[config.mk]
export PLATFORM = sky130hd
export DESIGN_NAME = video_condition
export DESIGN_NICKNAME = d
export VERILOG_FILES = /design/src/verilog/pocket_pkg.sv /design/src/verilog/video_condition.sv
export SDC_FILE = /design/constraint.sdc
export NUM_CORES = 1
export LEC_CHECK = 0
export ABC_AREA = 1
export BUFFER_PORTS_ARGS = -buffer_cell sky130_fd_sc_hd__buf_2
export CAP_MARGIN = 20
export CORE_AREA = 2 2 57 59
export CTS_BUF_LIST = sky130_fd_sc_hd__clkbuf_4 sky130_fd_sc_hd__clkbuf_8
export CTS_CLUSTER_SIZE = 25
export DETAILED_ROUTE_END_ITERATION = 6
export DIE_AREA = 0 0 59 61
export PLACE_DENSITY_LB_ADDON = 0.05
export SYNTH_ARGS = -nofsm -noshare
export SYNTH_HDL_FRONTEND = slang
export SYNTH_SLANG_ARGS = --single-unit
export TNS_END_PERCENT = 100
[constraint.sdc]
create_clock -name clk_74a -period 0.95 [get_ports clk_74a]
set_input_delay 0.0475 -clock clk_74a [delete_from_list [all_inputs] [get_ports clk_74a]]
set_output_delay 0.0475 -clock clk_74a [all_outputs]
set_load 0.005 [all_outputs]
[src/verilog/pocket_pkg.sv]
// shared definitions for the bridge-facing part of the NES core top level
// region and config register encodings plus widths and timing constants
// imported by wildcard in the module headers that need them

package pocket_pkg;

  ////////////////////////////////////////
  // widths
  localparam int BRIDGE_W     = 32;
  localparam int REGION_W     = 4;
  localparam int CFG_OFFSET_W = 12;
  localparam int SAVE_ADDR_W  = 8;
  localparam int SAVE_WORDS   = 2 ** SAVE_ADDR_W;
  localparam int RGB_W        = 24;
  localparam int PALETTE_W    = 3;
  localparam int EDGE_MASK_W  = 2;
  localparam int AIM_SPEED_W  = 8;

  ////////////////////////////////////////
  // timing
  localparam int RESET_HOLD_CYCLES = 1048576;
  localparam int RESET_CNT_W       = $clog2(RESET_HOLD_CYCLES + 1);
  localparam int HS_DELAY          = 7;
  localparam int HS_CNT_W          = $clog2(HS_DELAY + 1);
  // slot word bit carrying the overscan flag to the scaler
  localparam int SLOT_OVERSCAN_BIT = 13;

  // upper address nibble values that map to a peer
  typedef enum logic [REGION_W-1:0] {
    REGION_CFG  = 4'h0,
    REGION_SAVE = 4'h2
  } bridge_region_t;

  typedef enum logic [CFG_OFFSET_W-1:0] {
    REG_RESET         = 12'h050,
    REG_OVERSCAN      = 12'h200,
    REG_VID_EDGES     = 12'h204,
    REG_EXTRA_SPRITES = 12'h208,
    REG_PALETTE       = 12'h20C,
    REG_MULTITAP      = 12'h300,
    REG_LIGHTGUN      = 12'h304,
    REG_AIM_SPEED     = 12'h308,
    REG_SWAP_CONT     = 12'h30C
  } cfg_reg_t;

endpackage
[src/verilog/video_condition.sv]
// turns core blanking and sync into the scaler's video signals
// de, vs and rgb are registered one cycle after their inputs
// hs is a single pulse delayed after the core's hsync rising edge
// the first blanking cycle after active video carries the slot word

`timescale 1ns/10ps

module video_condition
  import pocket_pkg::*;
(
  input  logic             clk_74a,
  input  logic             pll_core_locked,
  input  logic             h_blank,
  input  logic             v_blank,
  input  logic             hsync_in,
  input  logic             vsync_in,
  input  logic [RGB_W-1:0] rgb_in,
  input  logic             hide_overscan,
  output logic             video_de,
  output logic             video_hs,
  output logic             video_vs,
  output logic [RGB_W-1:0] video_rgb
);

  logic                de;
  logic [RGB_W-1:0]    slot_word;
  logic                hs_prev;
  logic                vs_prev;
  logic                de_prev;
  logic [HS_CNT_W-1:0] hs_delay;

  assign de = ~(h_blank | v_blank);

  always_comb begin
    slot_word                    = '0;
    slot_word[SLOT_OVERSCAN_BIT] = hide_overscan;
  end

  ////////////////////////////////////////
  // output stage
  always_ff @(posedge clk_74a or negedge pll_core_locked) begin
    if (!pll_core_locked) begin
      video_de  <= 1'b0;
      video_hs  <= 1'b0;
      video_vs  <= 1'b0;
      video_rgb <= '0;
      hs_prev   <= 1'b0;
      vs_prev   <= 1'b0;
      de_prev   <= 1'b0;
      hs_delay  <= '0;
    end else begin
      video_de <= de;
      if (de) begin
        video_rgb <= rgb_in;
      end else if (de_prev) begin
        // first cycle of blanking
        video_rgb <= slot_word;
      end else begin
        video_rgb <= '0;
      end

      // hs fires as the delay runs out and a fresh edge restarts it
      video_hs <= (hs_delay == HS_CNT_W'(1));
      if (!hs_prev && hsync_in) begin
        hs_delay <= HS_CNT_W'(HS_DELAY);
      end else if (hs_delay != '0) begin
        hs_delay <= hs_delay - 1'b1;
      end

      video_vs <= !vs_prev && vsync_in;
      hs_prev  <= hsync_in;
      vs_prev  <= vsync_in;
      de_prev  <= de;
    end
  end

  a_vs_single_pulse : assert property (
    @(posedge clk_74a) disable iff (!pll_core_locked)
    video_vs |=> !video_vs
  );

endmodule

Word-level counts from Yosys, hierarchy flattened
Index checks and enable logic that the tools add are counted.

cells by class
  add/subtract/negate cells = 1
  muxes and demuxes = 4
  equal/unequal tests = 1
  bitwise logic cells = 2
  reductions and logical operators = 6

operators by type and width
  operator               count
  $mux W24               1
  $mux W14               1
  $mux W3                2
  $eq A3 B1 Y1 const B   1
  $reduce_bool A3 Y1     1
  $sub A3 B1 Y3 const B  1
  $logic_and A1 B1 Y1    2
  $logic_not A1 Y1       2
  $reduce_bool A2 Y1     1
  $not A1 Y1             1
  $or A1 B1 Y1           1

storage, ports and cells
  bits in registers = 32
  output and inout bits = 27
  logic and storage cells = 21
  bits of input ports = 31

Depth between registers and ports, before layout
  word-level depth = 3
  mapped depth = 5
  gate-level depth less buffers = 5

Worst setup path after synthesis
Ideal clock, no wire load.

  path type = reg2reg
  start point = reg hs_delay[0]
  end point = reg hs_delay[0]
  path slack = -2 ps
  data required time = 824 ps
  library setup time = 126 ps
  buffers on the path = 0
  stages on the path, launching flop included = 6
  arrival = 826 ps
  period minus slack after synthesis = 952 ps
  path through = dfrtp_1 > inv_1 > ha_1 > nand2_1 > nand2_1 > nand3_1

between the ends
  cells in the longest elaborated chain, start to end = 3
  elaborated cells between the ends (all ways) = 5
  those cells by class = add/sub: 1; mux: 2; reduce/logical: 2

ends and longest elaborated chain
  element                 RTL line               RTL
  from (decl)             video_condition.sv:30  logic [HS_CNT_W-1:0] hs_delay;
  from (signal assigned)  video_condition.sv:65  hs_delay <= HS_CNT_W'(HS_DELAY);
  from (signal assigned)  video_condition.sv:67  hs_delay <= hs_delay - 1'b1;
  $sub A3 B1 Y3           video_condition.sv:67
  $mux W3                 video_condition.sv:66  end else if (hs_delay != '0) begin
  $mux W3                 video_condition.sv:64  if (!hs_prev && hsync_in) begin

Parallel ways exist; a longest one is shown, timed or not. The select of a mux whose other input is x is not followed.
A chain may end at the register's enable or synchronous reset.

Worst setup path in the final report
  start point = reg hs_delay[1]
  end point = reg hs_delay[2]

The elaborated chain is that of the path after synthesis.

==> flow_summary.ini <==
[layout]
antenna_cells = 0
drive_gt1_share_pct = 46.9
layout_commonest_cell = buf_2
nets = 240
mostFrequentLayoutCells = buf_2 (57), dfrtp_1 (32), inv_1 (29), dlygate4sd3_1 (29), nor2_2 (17)
seqCellArea_um2 = 801
multiInputGateArea_um2 = 289
fill_cells = 242
fin_util_pct = 65.8
syn_to_final_growth_pct = 59.9

[timing]
whs_ps = 18.8
setup_violations = 1
hold_viol_final = 0
period_share_pct = 100
max_freq_ghz = 1.05
slew_viol_final = 0
setup_slack_ps = -3.82
worst_slew_pin_slew_ps = 646
finalCriticalPeriod_ps = 954
skew_ps = 2.54
rsz0062_at_grt = yes
slew_headroom_pct = 56.8

[clocking]
clk_latency_ps = 320
tritoncts = built
clk_pin_slew_ps = 90
clock-sinks = 32
cts_buffer_depth = 2
cts-root-buf = clkbuf_4
cts_buffers = 5
h-tree-depth = 2

[synthesis]
synth_nets = 144
ys_ff_latch = 32
yosysWarnings = 0
avgSynthCellArea_um2 = 11.0
synth_cell_type_count = 11
synth.cell_area_um2 = 1210
synthCells = 110
yosysSeqAreaShare_pct = 65.9

[setup_path]
endpoint = hs_delay[2]$_DFFE_PN0P_
cp-end-kind = register
worstSetupStartpointType = register
startpoint = hs_delay[1]$_DFFE_PN0P_
cp.required_ps = 1160
r2r-end = hs_delay[2]$_DFFE_PN0P_
critPathMaxStageDelay_ps = 400
reg2reg_depth = 5
critPathKind = register to register
regToRegSetupSlack_ps = -4
cp.arrival_ps = 1160
crit_fanout = 3
path_cells = inv_2 -> ha_2 -> inv_1 -> nand2_1 -> nand3_1
cp_slowest_cell = dfrtp_1
rr_startpoint = hs_delay[1]$_DFFE_PN0P_

[placement]
dp_hpwl_um = 1600
numPortBuffers = 57
gp_congestion = 0.646
post-place-ws_ps = -37.5

[status]
violations = setup timing
status = complete, but fails checks

[global_route]
antenna_found_initial = 0
track_usage_pct = 15.8
globalRouteOverflowTotal = 0
grt_pass1_wl_um = 4040
grt_pass1_vias = 1000
grt_max_degree = 24

[drt]
routed_wl_um = 2410
via_count = 995
firstDrtPassIters = 4
drc_errors = 0
ant_nets = 0
viasPerCell = 4.15
wire_per_inst_um = 10.0
drt_iter0_drc = 13

[job]
maxCapViolations = 0

[die]
io_pins = 58
start_util_pct = 41.1
die_h_um = 61
core_um2 = 2950
die-area_um2 = 3600
die_w_um = 59
rows = 20

[pwr]
p_leak_nw = 1.13
power.total_mw = 3.15
powerDensity_nw_per_um2 = 1620
ir_drop_mv = 1.02

[worst_hold_path]
min_path_type = input port to register
min_path_cells = 3
## area by class of cell
class	instances	share of cell area [%]
Tap cell	33	2.12
Clock buffer	8	3.41
Sequential cell	32	41.2
Inverter	32	6.18
Multi-Input combinational cell	44	14.9
Timing Repair Buffer	91	32.2
## worst max-delay path, delay by kind of cell, from the launching register on
| kind | cells | cell delay, ps |
|---|---|---|
| buffers and inverters | 2 | 140 |
| and+or+nand+nor | 2 | 110 |
| DFF | 1 | 400 |
| adders and majority gates | 1 | 190 |
## how the worst min path moves through the flow
stage                     from                 endpoint  slack, ps
2_1_floorplan  pll_core_locked        de_prev$_DFF_PN0_       -250
3_3_place_gp   pll_core_locked       video_hs$_DFF_PN0_        -40
3_5_place_dp   pll_core_locked       video_hs$_DFF_PN0_        -30
4_1_cts                h_blank  video_rgb[13]$_DFF_PN0_          4
5_1_grt                v_blank  video_rgb[13]$_DFF_PN0_          7
6_report               h_blank  video_rgb[13]$_DFF_PN0_         20
## sequential cells by signal, summed over array words and instances, names as in the netlist
register,flops
video_hs,1
hs_prev,1
video_vs,1
vs_prev,1
hs_delay,3
video_rgb,24
de_prev,1
## cells by family after synthesis
| kind of cell | Yosys count | share of synthesized area, % |
|---|---|---|
| AO/OA/AOI/OAI | 1 | 0.412 |
| adder cells (fa/ha/maj) | 3 | 3.09 |
| buffers and inverters | 34 | 11.7 |
| flip-flops | 32 | 65.9 |
| AND/OR/NAND/NOR | 40 | 18.8 |
## power by group
group	internal, mW	leakage, nW	switching, mW	total [mW]
clock	0.422	0.0394	0.411	0.833
combinational	0.416	0.677	0.363	0.779
sequential	1.48	0.418	0.0582	1.53
## metal layers
layer / global-route usage, % / up-vias / part of all wire (%)
met1: 17.1 / 456 / 38
met5: 0 / - / 0
li1: - / 497 / -
met4: 6.82 / 0 / 1.8
met3: 6.40 / 5 / 5.9
met2: 27.5 / 37 / 54
## repair_timing
action	in CTS	in global routing
gates cloned	0	0
hold endpoints to repair	62	0
setup buffers	1	1
endpoints found under the setup margin	3	4
pin swaps	0	2
hold buffers	29	0
gates resized for setup	3	1
## through the flow
| step | area (um^2) | TNS (ps) | cells |
|---|---|---|---|
| global placement | 1560 | 0 | 201 |
| global route | 1940 | -253 | 240 |
| floorplan | 1220 | 0 | 110 |
| detailed placement | 1560 | -78.2 | 201 |
| finish | 1940 | -3.82 | 240 |
| CTS | 1930 | 0 | 239 |
## synth_stat cells
| library cell | number | share of area [%] |
|---|---|---|
| inv_2 | 1 | 0.31 |
| buf_6 | 2 | 1.9 |
| nand2_1 | 8 | 2.5 |
| o21ai_0 | 1 | 0.41 |
| nor2_1 | 6 | 1.9 |
| inv_1 | 31 | 9.6 |
| nor2_2 | 17 | 8.8 |
| nor2_4 | 4 | 3.7 |
| ha_1 | 3 | 3.1 |
| dfrtp_1 | 32 | 66 |
| nand3_1 | 5 | 2.1 |
No activity file was read; power rests on OpenSTA's default activity.
