## src/verilog/pocket_pkg.sv

```systemverilog
// shared definitions for the bridge-facing part of the NES core top level
// region and config register encodings plus widths and timing constants
// imported by wildcard in the module headers that need them

package pocket_pkg;

  ////////////////////////////////////////
  // widths
  localparam int BRIDGE_W     = 32;
  localparam int REGION_W     = 4;
  localparam int CFG_OFFSET_W = 12;
  localparam int SAVE_ADDR_W  = 8;
  localparam int SAVE_WORDS   = 2 ** SAVE_ADDR_W;
  localparam int RGB_W        = 24;
  localparam int PALETTE_W    = 3;
  localparam int EDGE_MASK_W  = 2;
  localparam int AIM_SPEED_W  = 8;

  ////////////////////////////////////////
  // timing
  localparam int RESET_HOLD_CYCLES = 1048576;
  localparam int RESET_CNT_W       = $clog2(RESET_HOLD_CYCLES + 1);
  localparam int HS_DELAY          = 7;
  localparam int HS_CNT_W          = $clog2(HS_DELAY + 1);
  // slot word bit carrying the overscan flag to the scaler
  localparam int SLOT_OVERSCAN_BIT = 13;

  // upper address nibble values that map to a peer
  typedef enum logic [REGION_W-1:0] {
    REGION_CFG  = 4'h0,
    REGION_SAVE = 4'h2
  } bridge_region_t;

  typedef enum logic [CFG_OFFSET_W-1:0] {
    REG_RESET         = 12'h050,
    REG_OVERSCAN      = 12'h200,
    REG_VID_EDGES     = 12'h204,
    REG_EXTRA_SPRITES = 12'h208,
    REG_PALETTE       = 12'h20C,
    REG_MULTITAP      = 12'h300,
    REG_LIGHTGUN      = 12'h304,
    REG_AIM_SPEED     = 12'h308,
    REG_SWAP_CONT     = 12'h30C
  } cfg_reg_t;

endpackage
```

## src/verilog/settings_regs.sv

```systemverilog
// config space setting registers written by the host
// each setting keeps only the low bits its width needs
// a write to the reset register starts the hold-off reset of the core

`timescale 1ns/10ps

module settings_regs
  import pocket_pkg::*;
(
  input  logic                    clk_74a,
  input  logic                    pll_core_locked,
  input  logic                    cfg_wr,
  input  logic [CFG_OFFSET_W-1:0] cfg_offset,
  input  logic [BRIDGE_W-1:0]     wr_data,
  output logic                    hide_overscan,
  output logic [EDGE_MASK_W-1:0]  mask_vid_edges,
  output logic                    allow_extra_sprites,
  output logic [PALETTE_W-1:0]    selected_palette,
  output logic                    multitap_enabled,
  output logic                    lightgun_enabled,
  output logic [AIM_SPEED_W-1:0]  lightgun_dpad_aim_speed,
  output logic                    swap_controllers,
  output logic                    external_reset
);

  cfg_reg_t               reg_sel;
  logic [RESET_CNT_W-1:0] reset_cnt;

  assign reg_sel = cfg_reg_t'(cfg_offset);

  ////////////////////////////////////////
  // settings
  always_ff @(posedge clk_74a or negedge pll_core_locked) begin
    if (!pll_core_locked) begin
      hide_overscan           <= 1'b0;
      mask_vid_edges          <= '0;
      allow_extra_sprites     <= 1'b0;
      selected_palette        <= '0;
      multitap_enabled        <= 1'b0;
      lightgun_enabled        <= 1'b0;
      lightgun_dpad_aim_speed <= '0;
      swap_controllers        <= 1'b0;
    end else if (cfg_wr) begin
      case (reg_sel)
        REG_OVERSCAN:      hide_overscan           <= wr_data[0];
        REG_VID_EDGES:     mask_vid_edges          <= wr_data[EDGE_MASK_W-1:0];
        REG_EXTRA_SPRITES: allow_extra_sprites     <= wr_data[0];
        REG_PALETTE:       selected_palette        <= wr_data[PALETTE_W-1:0];
        REG_MULTITAP:      multitap_enabled        <= wr_data[0];
        REG_LIGHTGUN:      lightgun_enabled        <= wr_data[0];
        REG_AIM_SPEED:     lightgun_dpad_aim_speed <= wr_data[AIM_SPEED_W-1:0];
        REG_SWAP_CONT:     swap_controllers        <= wr_data[0];
        // reset register handled by the counter and other offsets ignored
        default: ;
      endcase
    end
  end

  ////////////////////////////////////////
  // reset hold counter
  // reload on every write, so a new request extends the hold
  always_ff @(posedge clk_74a or negedge pll_core_locked) begin
    if (!pll_core_locked) begin
      reset_cnt <= '0;
    end else if (cfg_wr && reg_sel == REG_RESET) begin
      reset_cnt <= RESET_CNT_W'(RESET_HOLD_CYCLES);
    end else if (reset_cnt != '0) begin
      reset_cnt <= reset_cnt - 1'b1;
    end
  end

  assign external_reset = (reset_cnt != '0);

  a_reset_cnt_bound : assert property (
    @(posedge clk_74a) disable iff (!pll_core_locked)
    reset_cnt <= RESET_CNT_W'(RESET_HOLD_CYCLES)
  );

endmodule

```

## config.mk

```make
export PLATFORM = sky130hd
export DESIGN_NAME = settings_regs
export DESIGN_NICKNAME = d
export VERILOG_FILES = /design/src/verilog/pocket_pkg.sv /design/src/verilog/settings_regs.sv
export SDC_FILE = /design/constraint.sdc
export NUM_CORES = 1
export LEC_CHECK = 0
export BUFFER_PORTS_ARGS = -buffer_cell sky130_fd_sc_hd__buf_2
export CAP_MARGIN = 20
export CORE_UTILIZATION = 54
export CTS_CLUSTER_DIAMETER = 50
export DETAILED_ROUTE_END_ITERATION = 6
export GPL_ROUTABILITY_DRIVEN = 0
export MAX_ROUTING_LAYER = met4
export PLACE_DENSITY = 0.94
export SYNTH_ARGS = -nofsm -noshare
export SYNTH_HDL_FRONTEND = slang
export SYNTH_SLANG_ARGS = --single-unit
```

## constraint.sdc

```tcl
create_clock -name clk_74a -period 6.6 [get_ports clk_74a]
set_clock_uncertainty 0.1 [all_clocks]
set_input_delay 1.65 -clock clk_74a [delete_from_list [all_inputs] [get_ports clk_74a]]
set_output_delay 1.65 -clock clk_74a [all_outputs]
set_load 0.005 [all_outputs]
```

* After elaboration in Yosys (flattened, before gate mapping) *
Index checks and enable logic that the tools add are counted.

operators by class
  add/subtract/negate cells = 1
  equal/unequal tests = 9
  multiplexer cells = 2
  reductions and logical operators = 11

operator list
  cell                                                 number
  == test 12 x 10 -> 1 bit (second input constant)     8
  2-to-1 mux 21 bit                                    2
  nonzero test 21 bit                                  1
  subtractor 21 x 1 -> 21 bit (second input constant)  1
  AND reduction 2 bit                                  8
  == test 12 x 7 -> 1 bit (second input constant)      1
  nonzero test 2 bit                                   1
  logical AND 1 bit                                    1

word-level totals
  register bits after elaboration = 39
  input port bits = 47
  output and inout bits = 19

* Logic depth before layout (Yosys ltp) *
  depth in word-level cells = 3
  mapped depth = 9

* Worst setup path before layout *
No wires, ideal clock.

  kind = flip-flop to output port
  start = register reset_cnt[10]
  end = output port external_reset
  data arrival time = 1.665 ns
  data required time = 4.850 ns
  setup slack = 3.185 ns
  stages on the path, launching flop included = 7
  buffers on the path = 3
  path through = dfrtp_1 > nor4_1 > and4_1 > clkbuf_1 > buf_2 > buf_4 > nand2_1

on the way
  longest elaborated chain between the ends = 1

ends and longest elaborated chain
  item                      line                 text
  start: declaration        settings_regs.sv:27  logic [RESET_CNT_W-1:0] reset_cnt;
  start signal: assignment  settings_regs.sv:66  reset_cnt <= RESET_CNT_W'(RESET_HOLD_CYCLES);
  start signal: assignment  settings_regs.sv:68  reset_cnt <= reset_cnt - 1'b1;
  nonzero test 21 bit       settings_regs.sv:72  assign external_reset = (reset_cnt != '0);
  end: declaration          settings_regs.sv:23  output logic external_reset

Every way passes these cells.

* Worst setup path in the final report *
  start = register reset_cnt[8]
  end = output port external_reset

Same word-level chain as after synthesis.

==> Flow_metrics.wiki <==
{| class="wikitable"
! Metric !! Value
|-
| Boundary Pins || 66
|-
| Cell types with the largest area share after synthesis || sky130_fd_sc_hd__dfrtp_1 48%, sky130_fd_sc_hd__mux2_2 10%, sky130_fd_sc_hd__a21oi_1 3.5%
|-
| Most used standard cell by instance count after synthesis || sky130_fd_sc_hd__dfrtp_1
|-
| Clock slew seen by the registers of the worst setup and hold paths || 0.08 ns
|-
| Reg-to-reg startpoint || reset_cnt[8]
|-
| Max Fclk || 0.2427 GHz
|-
| Worst setup path class || reg2out
|-
| Slew at the pin closest to its max-slew limit || 0.9758 ns
|-
| Number of setup buffers added after CTS || 0
|-
| Ant diodes || 0
|-
| Number of H-tree branching levels || 2
|-
| DR DRC count || 0
|-
| RSZ-0062 raised after global routing || no
|-
| Critical path, cell by cell || nor4_1 -> and4_1 -> nand2_1 -> buf_2
|-
| Dominant delay contributor by cell family on the critical path || simple AND/OR/NAND/NOR gates
|-
| Fin. Hold Viols || 0
|-
| Register bit total from synthesis || 39
|-
| Die Outline Area || 0.004010 sq mm
|-
| Library cell occupying the most area in the post-synthesis netlist || sky130_fd_sc_hd__dfrtp_1
|-
| Share of async-settable or async-resettable flops after synthesis || 100.0%
|-
| Pin count of the biggest net entering global routing || 40
|-
| Synthesized instance count || 195
|-
| Netlist area before placement || 0.002031 sq mm
|-
| Count of vias placed by the detailed router || 1724
|-
| Ratio of total power to cell area || 215.1 mW/mm^2
|-
| Outcome || complete, no violations
|-
| Compound-cell area share of the yosys netlist || 12.45%
|-
| Max-cap violation count || 0
|-
| Post-Synth XOR/XNOR Area || 0%
|-
| Final-layout fill cell count || 275
|-
| Number of port buffers || 41
|-
| Inserted Clock Buffers || 5
|-
| Initial antenna violation count || 0
|-
| Post-detailed-route via-to-cell ratio || 6.113
|-
| Storage element area || 975.9 sq um
|-
| Residual antenna-violating net count after detailed routing || 0
|-
| Final period demand of the worst path || 4.120 ns
|-
| Max-slew headroom || 34.40%
|-
| Worst hold start || lightgun_enabled
|-
| Final setup violating endpoints || 0
|-
| Tot GR Track Use || 24.03%
|-
| Distinct cell type count after synthesis || 43
|-
| Sequential share of the synthesized area || 48.06%
|-
| WL per Instance || 14.99 microns
|-
| Overflow left after global routing || 0
|-
| Data arrival, critical path || 2.37 ns
|-
| EDFF count, synth || 0
|-
| Total number of placement rows || 21
|-
| Worst hold-check path type || reg2reg
|-
| Cell area after layout || 0.002344 sq mm
|-
| Leak Pwr || 1.013 nW
|-
| Crit-path max cell delay || 0.82 ns
|-
| Width of the chip || 63.33 microns
|-
| Cell area reported after detailed placement || 0.002258 sq mm
|-
| Final-report max-slew violation count || 0
|-
| Number of detailed-route iterations in the first pass || 4
|-
| Multiplexer share of the synthesized area || 11.95%
|-
| Crit path required time || 4.85 ns
|-
| Layout cell share with drive strength beyond 1 || 32.63%
|-
| Synthesized area per cell || 10.41 sq um
|-
| Cell with the largest stage delay on the worst path || sky130_fd_sc_hd__and4_1
|-
| Portion of the clock cycle consumed by the worst path in the final layout || 62.42%
|-
| Detail Placement HPWL || 2991 microns
|-
| Area of the placeable core || 0.003468 sq mm
|-
| Share of Yosys cell area claimed by the top area cell type || 48.06%
|-
| Clock Tree Root || sky130_fd_sc_hd__clkbuf_8
|-
| Number of global-route vias before repair || 1677
|-
| Basic-gate share of the synthesized area counting and, or, nand and nor cells || 24.03%
|-
| Crit path launch || reset_cnt[8]
|-
| Initial standard-cell utilization of the core || 58.55%
|-
| Clock latency reported for the late side of the worst-skew pair || 0.30 ns
|-
| Adder and majority gate portion of the synthesized area || 1.232%
|-
| Synthesis-to-layout area growth || 15.40%
|-
| Footprint of the multi-input gates || 0.001008 sq mm
|-
| Total Neg Setup Slack || 0 ns
|-
| Mapped Nets || 244
|-
| Clock tree sinks || 39
|-
| Maximum fanout encountered on the critical timing path || 26
|-
| Number of cells upsized or downsized after cts || 0
|-
| TritonCTS clock tree || built
|-
| Maximum count of clock buffers along a single path || 2
|-
| Starting DRT DRC Count || 113
|-
| CTS Hold Buffers Added || 0
|-
| Buffer and inverter count on the worst path || 1
|-
| Startpoint type of the worst setup path || register
|-
| Total wire length || 4227 microns
|-
| Layout Nets || 284
|-
| Most common flop cell mapped by yosys || sky130_fd_sc_hd__dfrtp_1
|-
| Synth cell count leaders || 39 x sky130_fd_sc_hd__dfrtp_1, 18 x sky130_fd_sc_hd__mux2_2, 17 x sky130_fd_sc_hd__nor2_1, 14 x sky130_fd_sc_hd__a21oi_1, 13 x sky130_fd_sc_hd__nand2_1
|-
| Final core area utilization || 67.57%
|-
| Dominant combinational cell family by area after synthesis || simple AND/OR/NAND/NOR gates
|-
| VDD IR max || 157.7 uV
|-
| Global-route wire length before repair || 7300 microns
|-
| Kind of end point of the critical path || output pin
|-
| Die extent in y || 63.33 microns
|-
| Syn. warnings || 0
|}
-- cell usage in the layout (no fill, tap or decap), drive strengths merged, types with 5 or more instances in the layout --
master	synthesis	routed
clkbuf	6	6
dfrtp	39	39
mux2	18	18
nand3	5	5
buf	2	41
or4	11	11
o31ai	8	8
a21oi	14	14
nor4	6	6
nand2	13	13
nor2	18	18
nor3	5	5
-- through the flow --
| stage | worst slack [ns] | cells | hold WS (ns) | total power, mW |
|---|---|---|---|---|
| 6_report | 2.480 | 282 | 0.4016 | 0.5042 |
| 3_5_place_dp | 2.833 | 274 | 0.3901 | 0.3493 |
| 3_3_place_gp | 2.860 | 274 | 0.3844 | 0.3435 |
| 2_1_floorplan | 3.185 | 195 | 0.4053 | 0.3228 |
| 5_1_grt | 2.253 | 282 | 0.4246 | 0.5303 |
| 4_1_cts | 2.480 | 282 | 0.4074 | 0.5073 |
-- layer usage --
metal | share of wire (%) | track usage (%)
met1 | 44 | 28.76
met2 | 49 | 39.36
met3 | 5.7 | 5.616
met4 | 1.3 | 8.807
met5 | 0 | -
-- cell type report --
class | count | share of cell area, %
inverter | 3 | 0.4805
sequential | 39 | 41.64
clock inverter | 2 | 0.5339
multi-input combinational | 145 | 43.03
clock buffer | 6 | 3.097
timing repair buffer | 41 | 8.756
tap | 46 | 2.456
-- cells by family (layout without fill, tap and decap cells) --
kind of cell,after synthesis,in the layout
buffers and inverters,11,52
adders and majority gates,2,2
AOI/OAI and AO/OA,38,38
and+or+nand+nor,83,83
DFF,39,39
muxes,22,22
-- flip-flops by register name (all words and copies together), names as in the netlist --
signal                   count
lightgun_dpad_aim_speed      8
allow_extra_sprites          1
swap_controllers             1
reset_cnt                   21
selected_palette             3
lightgun_enabled             1
mask_vid_edges               2
multitap_enabled             1
hide_overscan                1
-- power breakdown --
part	internal, mW	total (mW)	switching, mW
logic	0.0313	0.0688	0.0376
registers	0.259	0.276	0.0176
clock network	0.0738	0.159	0.0853
total	0.364	0.504	0.140
-- final timing paths --
path                                           to  slack [ns]  cells after the start
worst max-delay path               external_reset        2.48                      4
worst max register to register       reset_cnt[4]        3.98                      4
max in group asynchronous       mask_vid_edges[1]        4.51                      1
worst min register to register   lightgun_enabled        0.40                      1
min in group asynchronous           reset_cnt[16]        1.36                      1
worst min-delay path             lightgun_enabled        0.40                      1
Power figures use the tool's default switching activity.
