==> src/verilog/pocket_pkg.sv <==
// shared definitions for the bridge-facing part of the NES core top level
// region and config register encodings plus widths and timing constants
// imported by wildcard in the module headers that need them

package pocket_pkg;

  ////////////////////////////////////////
  // widths
  localparam int BRIDGE_W     = 32;
  localparam int REGION_W     = 4;
  localparam int CFG_OFFSET_W = 12;
  localparam int SAVE_ADDR_W  = 8;
  localparam int SAVE_WORDS   = 2 ** SAVE_ADDR_W;
  localparam int RGB_W        = 24;
  localparam int PALETTE_W    = 3;
  localparam int EDGE_MASK_W  = 2;
  localparam int AIM_SPEED_W  = 8;

  ////////////////////////////////////////
  // timing
  localparam int RESET_HOLD_CYCLES = 1048576;
  localparam int RESET_CNT_W       = $clog2(RESET_HOLD_CYCLES + 1);
  localparam int HS_DELAY          = 7;
  localparam int HS_CNT_W          = $clog2(HS_DELAY + 1);
  // slot word bit carrying the overscan flag to the scaler
  localparam int SLOT_OVERSCAN_BIT = 13;

  // upper address nibble values that map to a peer
  typedef enum logic [REGION_W-1:0] {
    REGION_CFG  = 4'h0,
    REGION_SAVE = 4'h2
  } bridge_region_t;

  typedef enum logic [CFG_OFFSET_W-1:0] {
    REG_RESET         = 12'h050,
    REG_OVERSCAN      = 12'h200,
    REG_VID_EDGES     = 12'h204,
    REG_EXTRA_SPRITES = 12'h208,
    REG_PALETTE       = 12'h20C,
    REG_MULTITAP      = 12'h300,
    REG_LIGHTGUN      = 12'h304,
    REG_AIM_SPEED     = 12'h308,
    REG_SWAP_CONT     = 12'h30C
  } cfg_reg_t;

endpackage
==> src/verilog/bridge_decode.sv <==
// bridge address decoder
// steers the host write and read strobes to the peer owning the region
// and muxes the read data back with a fixed one cycle latency

`timescale 1ns/10ps

module bridge_decode
  import pocket_pkg::*;
(
  input  logic                clk_74a,
  input  logic                pll_core_locked,
  input  logic [BRIDGE_W-1:0] bridge_addr,
  input  logic                bridge_rd,
  input  logic                bridge_wr,
  input  logic [BRIDGE_W-1:0] save_q,
  output logic                cfg_wr,
  output logic                save_wr,
  output logic                save_rd,
  output logic [BRIDGE_W-1:0] bridge_rd_data
);

  bridge_region_t region;
  logic           hit_cfg;
  logic           hit_save;
  // last read landed in the save region
  logic           rd_from_save;

  assign region   = bridge_region_t'(bridge_addr[BRIDGE_W-1 -: REGION_W]);
  assign hit_cfg  = (region == REGION_CFG);
  assign hit_save = (region == REGION_SAVE);

  ////////////////////////////////////////
  // per-peer strobes
  assign cfg_wr  = bridge_wr && hit_cfg;
  assign save_wr = bridge_wr && hit_save;
  assign save_rd = bridge_rd && hit_save;

  // selection only changes on a read strobe, so data holds between reads
  always_ff @(posedge clk_74a or negedge pll_core_locked) begin
    if (!pll_core_locked) begin
      rd_from_save <= 1'b0;
    end else if (bridge_rd) begin
      rd_from_save <= hit_save;
    end
  end

  // cfg and unmapped regions read back as zero
  assign bridge_rd_data = rd_from_save ? save_q : '0;

  // host never issues read and write in the same cycle
  a_no_rd_wr_overlap : assert property (
    @(posedge clk_74a) disable iff (!pll_core_locked)
    !(bridge_rd && bridge_wr)
  );

endmodule

==> config.mk <==
export PLATFORM = sky130hd
export DESIGN_NAME = bridge_decode
export DESIGN_NICKNAME = d
export VERILOG_FILES = /design/src/verilog/pocket_pkg.sv /design/src/verilog/bridge_decode.sv
export SDC_FILE = /design/constraint.sdc
export NUM_CORES = 1
export LEC_CHECK = 0
export BUFFER_PORTS_ARGS = -buffer_cell sky130_fd_sc_hd__buf_2
export CORE_MARGIN = 5
export CORE_UTILIZATION = 16
export DETAILED_ROUTE_END_ITERATION = 10
export GPL_ROUTABILITY_DRIVEN = 0
export HOLD_SLACK_MARGIN = 0.03
export PLACE_DENSITY = 0.84
export SETUP_SLACK_MARGIN = 0.02
export SLEW_MARGIN = 10
export SYNTH_ARGS = -nofsm -noshare
export SYNTH_HDL_FRONTEND = slang
export SYNTH_SLANG_ARGS = --single-unit
==> constraint.sdc <==
create_clock -name clk_74a -period 0.85 [get_ports clk_74a]
set_input_delay 0.0425 -clock clk_74a [delete_from_list [all_inputs] [get_ports clk_74a]]
set_output_delay 0.0425 -clock clk_74a [all_outputs]
set_load 0.02 [all_outputs]
-- Word-level counts from Yosys, hierarchy flattened
Index checks and enable logic that the tools add are counted.
- flip-flop bits (word level): 1
- input port bits: 68
- output and inout bits: 35
- word-level logic and storage cells: 7
- equal/unequal tests: 1
- multiplexer cells: 1
- reductions and logical operators: 4
- operators by type and width (cell ; count):
    two-way mux 32 bit ; 1
    == test 4 x 2 -> 1 bit, second input constant ; 1
    logical NOT 4 bit ; 1
    logical AND 1 bit ; 3

-- Longest topological paths before layout
Gate-level depths: netlist (run 1).
- depth in word-level cells: 2
- depth in mapped cells: 2
- gate-level depth less buffers: 2

-- Worst setup path before layout (run 1)
Ideal clock, no wire load.
- path type: input port to output port
- start: input port bridge_addr[31]
- end: output port cfg_wr
- data arrival time: 911 ps
- required time: 808 ps
- setup slack: -103 ps
- cell stages on the path: 2
- buffers on the path: 0
- cells stage by stage: or3b_1 -> nor3_1
- longest elaborated chain between the ends: 2
- ends and longest elaborated chain (what ; line ; RTL):
    from (decl) ; bridge_decode.sv:12 ; input logic [BRIDGE_W-1:0] bridge_addr,
    logical NOT 4 bit ; bridge_decode.sv:29 ; assign hit_cfg = (region == REGION_CFG);
    logical AND 1 bit ; bridge_decode.sv:34 ; assign cfg_wr = bridge_wr && hit_cfg;
    to (decl) ; bridge_decode.sv:16 ; output logic cfg_wr,
No other way between the ends.

==> summary by stage, run 1 <==
Worst setup path
The critical path data required time is 0.73 ns. The stage delay of the slowest cell on the critical path is 0.37 ns. The worst-path cell with the longest stage delay is sky130_fd_sc_hd__dfrtp_1. The startpoint type of the worst setup path is a register.

The critical path endpoint category is a register. Traced cell by cell, the critical path runs through buf_12 > mux2_2. The buffering stage count on the worst path with inverters included is 1.

In this run the worst path has a maximum fanout of 33. The kind of cell with the highest combined delay along the critical path is flip-flops. The critical path start-end classification is register to register. Data arrives at the worst endpoint at 0.79 ns.

Route
Dividing the detail-routed wire length by the instance count gives 12.21 um. In the routed layout, each cell is associated on average with a via count of 3.979. Detailed routing placed a total of 155 um of wire on met3. After detailed routing, the wire length on met1 is 517 um. The routed design has 1722 um of wire. The number of optimization iterations in the first detailed-route pass is 1. The final route contains 561 vias. The count of nets left with antenna violations once routing finished came out at 0. The sum of met2 wire segment lengths after detailed routing is 1025 um. The uppermost signal routing layer after detailed routing is met4. After detailed routing, the number of remaining DRC violations is 0. The detailed router's first-iteration violation count is 0.

Floorplan
The initial utilization of the core area, before any placement, comes to 0.1674. The number of rows created at floorplan is 15. The overall die width is 52.50 um. The floorplan step defined a die boundary enclosing 0.002756 mm2.

During I/O placement, the number of pins put on the boundary was 103. The area of the core is 0.001727 mm2. The floorplan step set the die height to 52.50 um.

Clock tree
The clock reaches the later pin of the worst-skew pair after 0 ns. After clock tree synthesis, the clock-pin slew on the worst setup and hold paths is 0 ns.

Power and ir drop
The power spent charging and discharging nets is 117.7 uW. The share of total power dissipated in the clock network is 0. The leakage power figure is 0.5344 nW. In this run the power density over the cells is 360.8 mW/mm2. The share of total power dissipated in combinational logic is 0.844. The internal power is 212.8 uW. The switching part of the total power is 0.3561. The maximum VDD drop is 0.2491 mV. Of the total power, registers draw 0.156.

STA
The max-slew violation total from the final report is 0. The worst clock skew is 0 ns. The final setup TNS is -1.182 ns. The smallest clock period supported by the final layout is computed as 0.9121 ns. The slew of the pin with the lowest slew margin is 0.2038 ns.

The total of endpoints with negative setup slack in the final report is 33. The worst pin sits at a relative slew slack of 0.8636. The final hold violation count is 0. For this run, the top clock speed supported by timing is 1096 MHz. The share of the clock period used by the worst path is 1.073. Setup repair after global routing could not meet its margin everywhere. Once routing completed, OpenROAD measured the worst setup slack at -0.06206 ns.

Yosys
The synthesized net count is 110. The largest area contributor in the netlist is sky130_fd_sc_hd__and2_1. The combined area of all synthesized cells is 289.0 um2.

Sorting the synthesized cells by area gives the leading types as sky130_fd_sc_hd__and2_1 71%, sky130_fd_sc_hd__dfrtp_1 8.7%, sky130_fd_sc_hd__nor3b_2 4.3%, sky130_fd_sc_hd__clkbuf_1 3.9%, sky130_fd_sc_hd__mux2_2 3.9%. Yosys printed 0 warnings. In this run, synthesis produced a sequential element count of 1.

The share of Yosys cell area claimed by the top area cell type is 0.7143. For this run, the register share of the synthesized area comes to 0.08658. The average cell area after synthesis is 6.882 um2.

The post-synthesis cell count is 42. The synthesized netlist contains 8 unique library cells.

GRT
The first global-routing pass estimated 2470 um of wire. Entering global routing, the biggest net connects 34 pins. The initial antenna violation count is 0. Summed over all layers, the global routing overflow is 0. For this run, the total global-route usage over all layers was measured as 0.1104.

The number of global-route vias before repair is 573.

Final layout
For this run, the post-layout net count is 186. After filler insertion, the fill cell instance count of the layout stands at 173. Relative to the synthesized area, the layout overhead comes to 216.9%. After routing the design area is 915.9 um2.

The library cell used most frequently in the layout, excluding fill and tap cells, is sky130_fd_sc_hd__buf_2. The number of antenna diodes in the final layout is 0. The share of the core filled with cells is 0.5304.

For this run, the number of standard cells in the final layout without fillers is 141. In the layout the commonest cells are 50 x sky130_fd_sc_hd__buf_2, 27 x sky130_fd_sc_hd__and2_2, 20 x sky130_fd_sc_hd__buf_6. More flip-flops sit in one register than any other, and that register is rd_from_save. Of the cells placed in the final design, the portion with a size suffix greater than 1 is 0.9310.

The largest registers in the layout are rd_from_save: 1 flops. The flip-flop count of the largest register, all copies and words added is 1.

Placed design
The cell count after placement is 140. The setup slack at placement is -0.09968 ns. The count of port buffers added during placement is 74. Once placement finished, the instance area stood at 745.7 um2.

Worst hold path
The path class of the tightest hold or removal check is primary input to register.

Status
The run finished, with violations left. The final reports fail on setup timing.

Flow run
The number of maximum-capacitance violations is 0.
[logic make-up after synthesis]
kind of cell,after synthesis,synth area share
AND/OR/NAND/NOR,37,0.8355
flip-flops,1,0.08657
buffers and inverters,3,0.03896
multiplexers,1,0.03896
[synth_stat cells, drive strengths merged]
cell	instances
and2	33
clkbuf	3
dfrtp	1
mux2	1
nor3	1
nor3b	1
nor4b	1
or3b	1
[per-layer routing]
| layer | GRT usage | up-vias |
|---|---|---|
| li1 | - | 280 |
| met1 | 0.1134 | 247 |
| met2 | 0.2252 | 32 |
| met3 | 0.02564 | 2 |
| met4 | 0.01277 | 0 |
| met5 | 0 | - |
[stage by stage]
stage          hold slack [ns]  total power, mW
2_1_floorplan          -0.2531           0.1476
3_3_place_gp           -0.1812           0.2769
3_5_place_dp           -0.1789           0.2838
4_1_cts                 0.3105           0.3023
5_1_grt                 0.3231           0.3535
6_report                0.3030           0.3305
[timing repair]
item	CTS	global route
endpoints found under the hold margin	1	0
hold buffers	1	0
resized for setup	16	32
gates cloned	0	0
buffers inserted	0	0
pin swaps	0	0
setup endpoints to repair	36	36
[final timing paths]
| check | startpoint | slack (ns) | to | cells after the start |
|---|---|---|---|---|
| worst max-delay path | rd_from_save | -0.06 | rd_from_save | 2 |
| worst min-delay path | bridge_rd | 0.30 | rd_from_save | 2 |
| worst max register to register | rd_from_save | -0.06 | rd_from_save | 2 |
| worst min register to register | rd_from_save | 0.70 | rd_from_save | 2 |
| max in group asynchronous | pll_core_locked | 0.39 | rd_from_save | 2 |
| min in group asynchronous | pll_core_locked | 0.37 | rd_from_save | 2 |
[power by group through the flow]
| stage | logic, mW | clock network, mW | registers [mW] |
|---|---|---|---|
| 6_report | 0.279 | 0 | 0.0517 |
| 5_1_grt | 0.301 | 0 | 0.0521 |
| 4_1_cts | 0.251 | 0 | 0.0517 |
| 3_5_place_dp | 0.232 | 0 | 0.0517 |
| 3_3_place_gp | 0.225 | 0 | 0.0516 |
| 2_1_floorplan | 0.0957 | 0 | 0.0519 |
[final cells by class]
cell class | instances | area (um2) | area share
multi-input combinational | 38 | 309.0 | 0.3374
sequential | 1 | 25.02 | 0.02732
tap | 25 | 31.28 | 0.03415
timing repair buffer | 77 | 550.5 | 0.6011
Note: power is estimated with default switching activity, not from simulation.
==> run 2: changes to the inputs <==
- BUFFER_PORTS_ARGS: -buffer_cell sky130_fd_sc_hd__buf_2 -> default
- CORE_AREA: default -> 5 5 42 44
- CORE_MARGIN: 5 -> default
- CORE_UTILIZATION: 16 -> default
- DIE_AREA: default -> 0 0 47 49
- DONT_BUFFER_PORTS: default -> 1
- PLACE_DENSITY: 0.84 -> 0.42
- SKIP_CTS_REPAIR_TIMING: default -> 1
==> run 2 against run 1 <==
Compared with the run above: global-route usage decreased by 3.2 points; worst hold slack got worse by 0.098 ns; via count decreased by 46%; the flow still finishes with violations (setup timing); routed wire length decreased by 38%; critical path type unchanged; sequential share of layout area increased by 3.5 points.
==> summary by stage, run 2 (same netlist as run 1, synthesis figures left out) <==
GRT
The number of global-route vias before repair is 337 (was 573). The initial antenna violation count was 0 (unchanged). The global-route wire length before repair came to 1476 um (was 2470 um). The pin count of the biggest net entering global routing is 22 (was 34). The total congestion overflow after global routing is 0 (unchanged). The overall fraction of global-route tracks in use was 0.07800 (was 0.1104).

STA
The max-slew violation total from the final report is 0 (unchanged). RSZ-0062 raised after global routing: yes (unchanged). The worst relative slew slack is 0.7966 (was 0.8636).

The worst hold slack is 0.2048 ns (was 0.3030 ns). The total of endpoints with negative setup slack in the final report is 1 (was 33). The final hold violation count was 0 (unchanged). The worst path setup slack after routing was -0.05099 ns (was -0.06206 ns). The share of the clock period used by the worst path came to 1.060 (was 1.073).

The highest clock frequency the design can meet came to 1110 MHz (was 1096 MHz). The slew of the pin with the lowest slew margin is 0.3009 ns (was 0.2038 ns). The worst clock skew was 0 ns (unchanged). The minimum clock period is 0.9010 ns (was 0.9121 ns).

Final layout
The proportion of layout cells with a drive suffix above 1 is 0.9111 (was 0.9310). The commonest non-fill, non-tap cell in the layout is sky130_fd_sc_hd__and2_2 (was sky130_fd_sc_hd__buf_2). The net total in the final layout is 115 (was 186). Top Registers: rd_from_save: 1 flops (unchanged). The total of fill cells in the finished design is 161 (was 173). The register ranked first by flip-flop count is rd_from_save (unchanged).

Commonest cells after routing, fill and taps aside: 27 x sky130_fd_sc_hd__and2_2, 5 x sky130_fd_sc_hd__and2_4, 3 x sky130_fd_sc_hd__buf_4 (was 50 x sky130_fd_sc_hd__buf_2, 27 x sky130_fd_sc_hd__and2_2, 20 x sky130_fd_sc_hd__buf_6). The area growth from synthesis to layout was 38.53% (was 216.9%). The total inserted antenna cells was 0 (unchanged). The flip-flop count of the largest register, all copies and words added came to 1 (unchanged).

Worst setup path
The critical path data required time is 0.72 ns (was 0.73 ns). The critical path endpoint category is a register (unchanged). The startpoint type of the worst setup path is a register (unchanged). The maximum net fanout on the critical path came to 11 (was 33). The critical path start-end classification is register to register (unchanged). The data arrival time of the worst path is 0.78 ns (was 0.79 ns).

Route
The detailed router's first-iteration violation count came to 0 (unchanged). The number of optimization iterations in the first detailed-route pass is 1 (unchanged). The average wire length per cell after detail routing is 17.61 um (was 12.21 um). The routed wire length is 1074 um (was 1722 um). The number of nets with antenna violations after routing came to 0 (unchanged).

The overall via count from detail_route came to 302 (was 561). The final routed DRC violation total is 0 (unchanged). The average vias per placed instance was 4.951 (was 3.979).

Clock tree
The insertion delay of the later-clocked pin in the worst-skew pair is 0 ns (about the same). The clock transition time at the flip-flop clock pins of the worst setup and hold paths is 0 ns (about the same).

Placed design
The setup slack at placement was -0.06887 ns (was -0.09968 ns). The count of port buffers added during placement is 0 (was 74).

Power and ir drop
The power consumption came to 173.8 uW (was 330.5 uW). The maximum VDD drop was 0.2710 mV (was 0.2491 mV). The leakage power figure is 0.1859 nW (was 0.5344 nW).

The power density over the cells is 434.2 mW/mm2 (was 360.8 mW/mm2).

Worst hold path
The worst min-delay path class is primary input to register (unchanged).

Floorplan
The initial cell density of the core came to 0.2062 (was 0.1674). The area of the die came to 0.002303 mm2 (was 0.002756 mm2). The area of the core is 0.001401 mm2 (was 0.001727 mm2). The vertical die dimension is 49 um (was 52.50 um). The number of placed I/O pins is 103 (unchanged).

The number of rows created at floorplan is 14 (was 15). The overall die width was 47 um (was 52.50 um).

Status
Result of the run: complete, but fails checks (unchanged). Violations in the final reports: setup timing (unchanged).

Flow run
The number of maximum-capacitance violations is 0 (unchanged).
-- run 2: final cells by class --
| class | instances | area, um2 | share of cell area |
|---|---|---|---|
| multi-input combinational | 38 | 306.5 | 0.7656 |
| timing repair buffer | 6 | 48.80 | 0.1219 |
| sequential | 1 | 25.02 | 0.06250 |
| tap | 16 | 20.02 | 0.05000 |
-- run 2: power breakdown --
part	total [mW]	switching [mW]	internal, mW
combinational	0.122	0.0743	0.0476
clock	0	0	0
sequential	0.0519	0.00168	0.0503
-- run 2: final timing paths --
| kind | start | end | slack [ns] | cells after the start |
|---|---|---|---|---|
| max | rd_from_save | rd_from_save | -0.05 | 2 |
| min | bridge_rd | rd_from_save | 0.20 | 1 |
| max reg2reg | rd_from_save | rd_from_save | -0.05 | 2 |
| min reg2reg | rd_from_save | rd_from_save | 0.68 | 2 |
| max in group asynchronous | pll_core_locked | rd_from_save | 0.48 | 1 |
| min in group asynchronous | pll_core_locked | rd_from_save | 0.26 | 1 |
-- run 2: stage by stage --
| step | instance area [um2] | setup TNS (ns) | std cells | utilization |
|---|---|---|---|---|
| after global placement | 366.6 | -0.05511 | 59 | 0.2616 |
| after detailed placement | 366.6 | -0.06887 | 59 | 0.2616 |
| after floorplan | 329.1 | 0 | 42 | - |
| after CTS | 366.6 | -0.07369 | 59 | 0.2616 |
| after global routing | 400.4 | -0.6558 | 61 | 0.2857 |
| final | 400.4 | -0.05099 | 61 | 0.2857 |
-- run 2: layer usage --
metal,up-vias,track usage,share of wire
met5,-,0,0
met2,30,0.1471,0.55
li1,137,-,-
met1,135,0.08515,0.33
met3,0,0.02583,0.11
met4,0,0,0
-- run 2: critical path, cell delays in order (launching register included) --
cell and delay (ns):
sky130_fd_sc_hd__dfrtp_1 0.38, sky130_fd_sc_hd__buf_6 0.14, sky130_fd_sc_hd__mux2_2 0.25
==> run 3: changes to the inputs <==
- clock period: 0.85 -> 1.1 ns (I/O delays scaled with it)
==> run 3 against run 2 <==
Compared with the run above: the flow now finishes without violations; core utilization shrank 5.0 points; total power down 31%; die area did not move; sequential share of layout area up 1.3 points; largest cell class unchanged; largest power group unchanged.
==> summary by stage, run 3 (same netlist as run 1, synthesis figures left out) <==
STA
The worst relative slew slack is 0.7456 (was 0.7966). The final hold violation count was 0 (unchanged). The max-slew violation total from the final report came to 0 (unchanged).

RSZ-0062 raised after global routing: no (was yes). The final setup TNS is 0 ns (was -0.05099 ns). The total of endpoints with negative setup slack in the final report is 0 (was 1).

The worst clock skew is 0 ns (unchanged). The highest clock frequency the design can meet is 1102 MHz (was 1110 MHz). The slew of the pin with the lowest slew margin is 0.3799 ns (was 0.3009 ns).

The share of the clock period used by the worst path came to 0.8253 (was 1.060). The minimum clock period was 0.9078 ns (was 0.9010 ns).

Worst setup path
The maximum net fanout on the critical path is 18 (was 11). The launching instance or port of the critical path is rd_from_save (unchanged). The register-to-register setup slack is 0.19 ns (was -0.05 ns). The critical path endpoint category was a register (unchanged). The critical path data required time is 0.97 ns (was 0.72 ns). The endpoint of the most critical register-to-register path is rd_from_save (unchanged). The capturing element of the worst setup path is rd_from_save (unchanged). The start of the worst register-to-register path is rd_from_save (unchanged).

The critical path start-end classification is register to register (unchanged). The data arrival time of the worst path is 0.78 ns (about the same). The worst reg2reg path depth is 2 (unchanged).

The startpoint type of the worst setup path is a register (unchanged).

Final layout
The proportion of layout cells with a drive suffix above 1 is 0.1163 (was 0.9111). The commonest non-fill, non-tap cell in the layout is sky130_fd_sc_hd__and2_1 (was sky130_fd_sc_hd__and2_2). The multi-input gate area in the final layout is 252.7 um2 (was 306.5 um2). Commonest cells after routing, fill and taps aside: 33 x sky130_fd_sc_hd__and2_1, 3 x sky130_fd_sc_hd__buf_4 (was 27 x sky130_fd_sc_hd__and2_2, 5 x sky130_fd_sc_hd__and2_4, 3 x sky130_fd_sc_hd__buf_4). The net total in the final layout came to 113 (was 115). The total inserted antenna cells is 0 (unchanged).

The register ranked first by flip-flop count is rd_from_save (unchanged). The flip-flop count of the largest register, all copies and words added is 1 (unchanged). The total of fill cells in the finished design is 168 (was 161). The sequential cell area in the final layout is 25.02 um2 (unchanged). The area growth from synthesis to layout is 14.29% (was 38.53%).

The area of all placed cells without fillers was 330.3 um2 (was 400.4 um2). Top Registers: rd_from_save: 1 flops (unchanged).

GRT
The global-route wire length before repair is 1483 um (was 1476 um). The pin count of the biggest net entering global routing is 19 (was 22). The overall fraction of global-route tracks in use was 0.08011 (was 0.07800). The number of global-route vias before repair is 322 (was 337). The total congestion overflow after global routing is 0 (unchanged).

The initial antenna violation count is 0 (unchanged).

Floorplan
The vertical die dimension is 49 um (unchanged). The number of rows created at floorplan is 14 (unchanged). The area of the core is 0.001401 mm2 (unchanged). The overall die width is 47 um (unchanged). The initial cell density of the core is 0.2062 (unchanged). The number of placed I/O pins was 103 (unchanged).

The area of the die came to 0.002303 mm2 (unchanged).

Route
The number of optimization iterations in the first detailed-route pass is 1 (unchanged). The overall via count from detail_route is 291 (was 302). The routed wire length is 1029 um (was 1074 um). The number of nets with antenna violations after routing is 0 (unchanged).

The average vias per placed instance is 4.932 (was 4.951). The final routed DRC violation total is 0 (unchanged). The average wire length per cell after detail routing came to 17.44 um (was 17.61 um). The detailed router's first-iteration violation count came to 0 (unchanged).

Clock tree
The clock transition time at the flip-flop clock pins of the worst setup and hold paths came to 0 ns (about the same). The insertion delay of the later-clocked pin in the worst-skew pair was 0 ns (about the same).

Placed design
The cell area after placement is 320.3 um2 (was 366.6 um2). The count of port buffers added during placement is 0 (unchanged).

Worst hold path
The worst min-delay path class is primary input to output pin (was primary input to register).

Status
Result of the run: completed (was complete, but fails checks).

Power and ir drop
The power density over the cells is 360.7 mW/mm2 (was 434.2 mW/mm2). The maximum VDD drop is 0.2221 mV (was 0.2710 mV). The leakage power figure is 0.1440 nW (was 0.1859 nW).

Flow run
The number of maximum-capacitance violations is 0 (unchanged).
==> run 3: cell types whose count changed in the layout (fill, tap and decap cells not counted) <==
cell	change
sky130_fd_sc_hd__or3b_4	-1
sky130_fd_sc_hd__buf_6	-1
sky130_fd_sc_hd__and2_2	-27
sky130_fd_sc_hd__nor3_1	+1
sky130_fd_sc_hd__and2_1	+32
sky130_fd_sc_hd__buf_2	-1
sky130_fd_sc_hd__and2_4	-5
sky130_fd_sc_hd__or3b_1	+1
sky130_fd_sc_hd__nor3_2	-1
==> run 3: worst min path at each step <==
stage                          startpoint            to  slack (ns)  cells after the start
after floorplan           pll_core_locked  rd_from_save       -0.24                      0
after global placement    pll_core_locked  rd_from_save       -0.24                      0
after detailed placement  pll_core_locked  rd_from_save       -0.24                      0
after CTS                 pll_core_locked  rd_from_save       -0.24                      0
after global routing      bridge_addr[28]       save_wr        0.17                      1
final                     bridge_addr[28]       save_wr        0.16                      1
==> run 3: cell type report <==
| type | instances | share of cell area |
|---|---|---|
| Multi-Input combinational cell | 38 | 0.7651 |
| Timing Repair Buffer | 4 | 0.09848 |
| Tap cell | 16 | 0.06061 |
| Sequential cell | 1 | 0.07576 |
==> run 3: critical path: stages, from the launching register on <==
cell                      delay [ns]
sky130_fd_sc_hd__dfrtp_1        0.35
sky130_fd_sc_hd__buf_4          0.17
sky130_fd_sc_hd__mux2_2         0.26
==> run 3: per-layer routing <==
| layer | GRT usage | vias up | part of all wire | routed length [um] |
|---|---|---|---|---|
| li1 | - | 132 | - | - |
| met5 | 0 | - | 0 | 0 |
| met3 | 0.03321 | 0 | 0.15 | 152 |
| met2 | 0.1448 | 33 | 0.53 | 550 |
| met4 | 0 | 0 | 0 | 0 |
| met1 | 0.08952 | 126 | 0.32 | 326 |
==> run 3: power by group <==
group	leakage [nW]	total (mW)	internal, mW	switching, mW
clock	0	0	0	0
combinational	0.130	0.0797	0.0242	0.0555
sequential	0.0137	0.0394	0.0388	0.000594
total	0.144	0.119	0.0631	0.0561
==> run 3: metrics by stage <==
stage               utilization  hold slack, ns  worst slack, ns  instances  power (mW)
global route             0.2357          0.1664           0.1400         59      0.1267
floorplan                     -         -0.2406           0.1216         42      0.1080
finish                   0.2357          0.1634           0.1922         59      0.1191
detailed placement       0.2286         -0.2405           0.1818         58      0.1177
global placement         0.2286         -0.2405           0.1892         58      0.1175
CTS                      0.2286         -0.2405           0.1832         58      0.1177
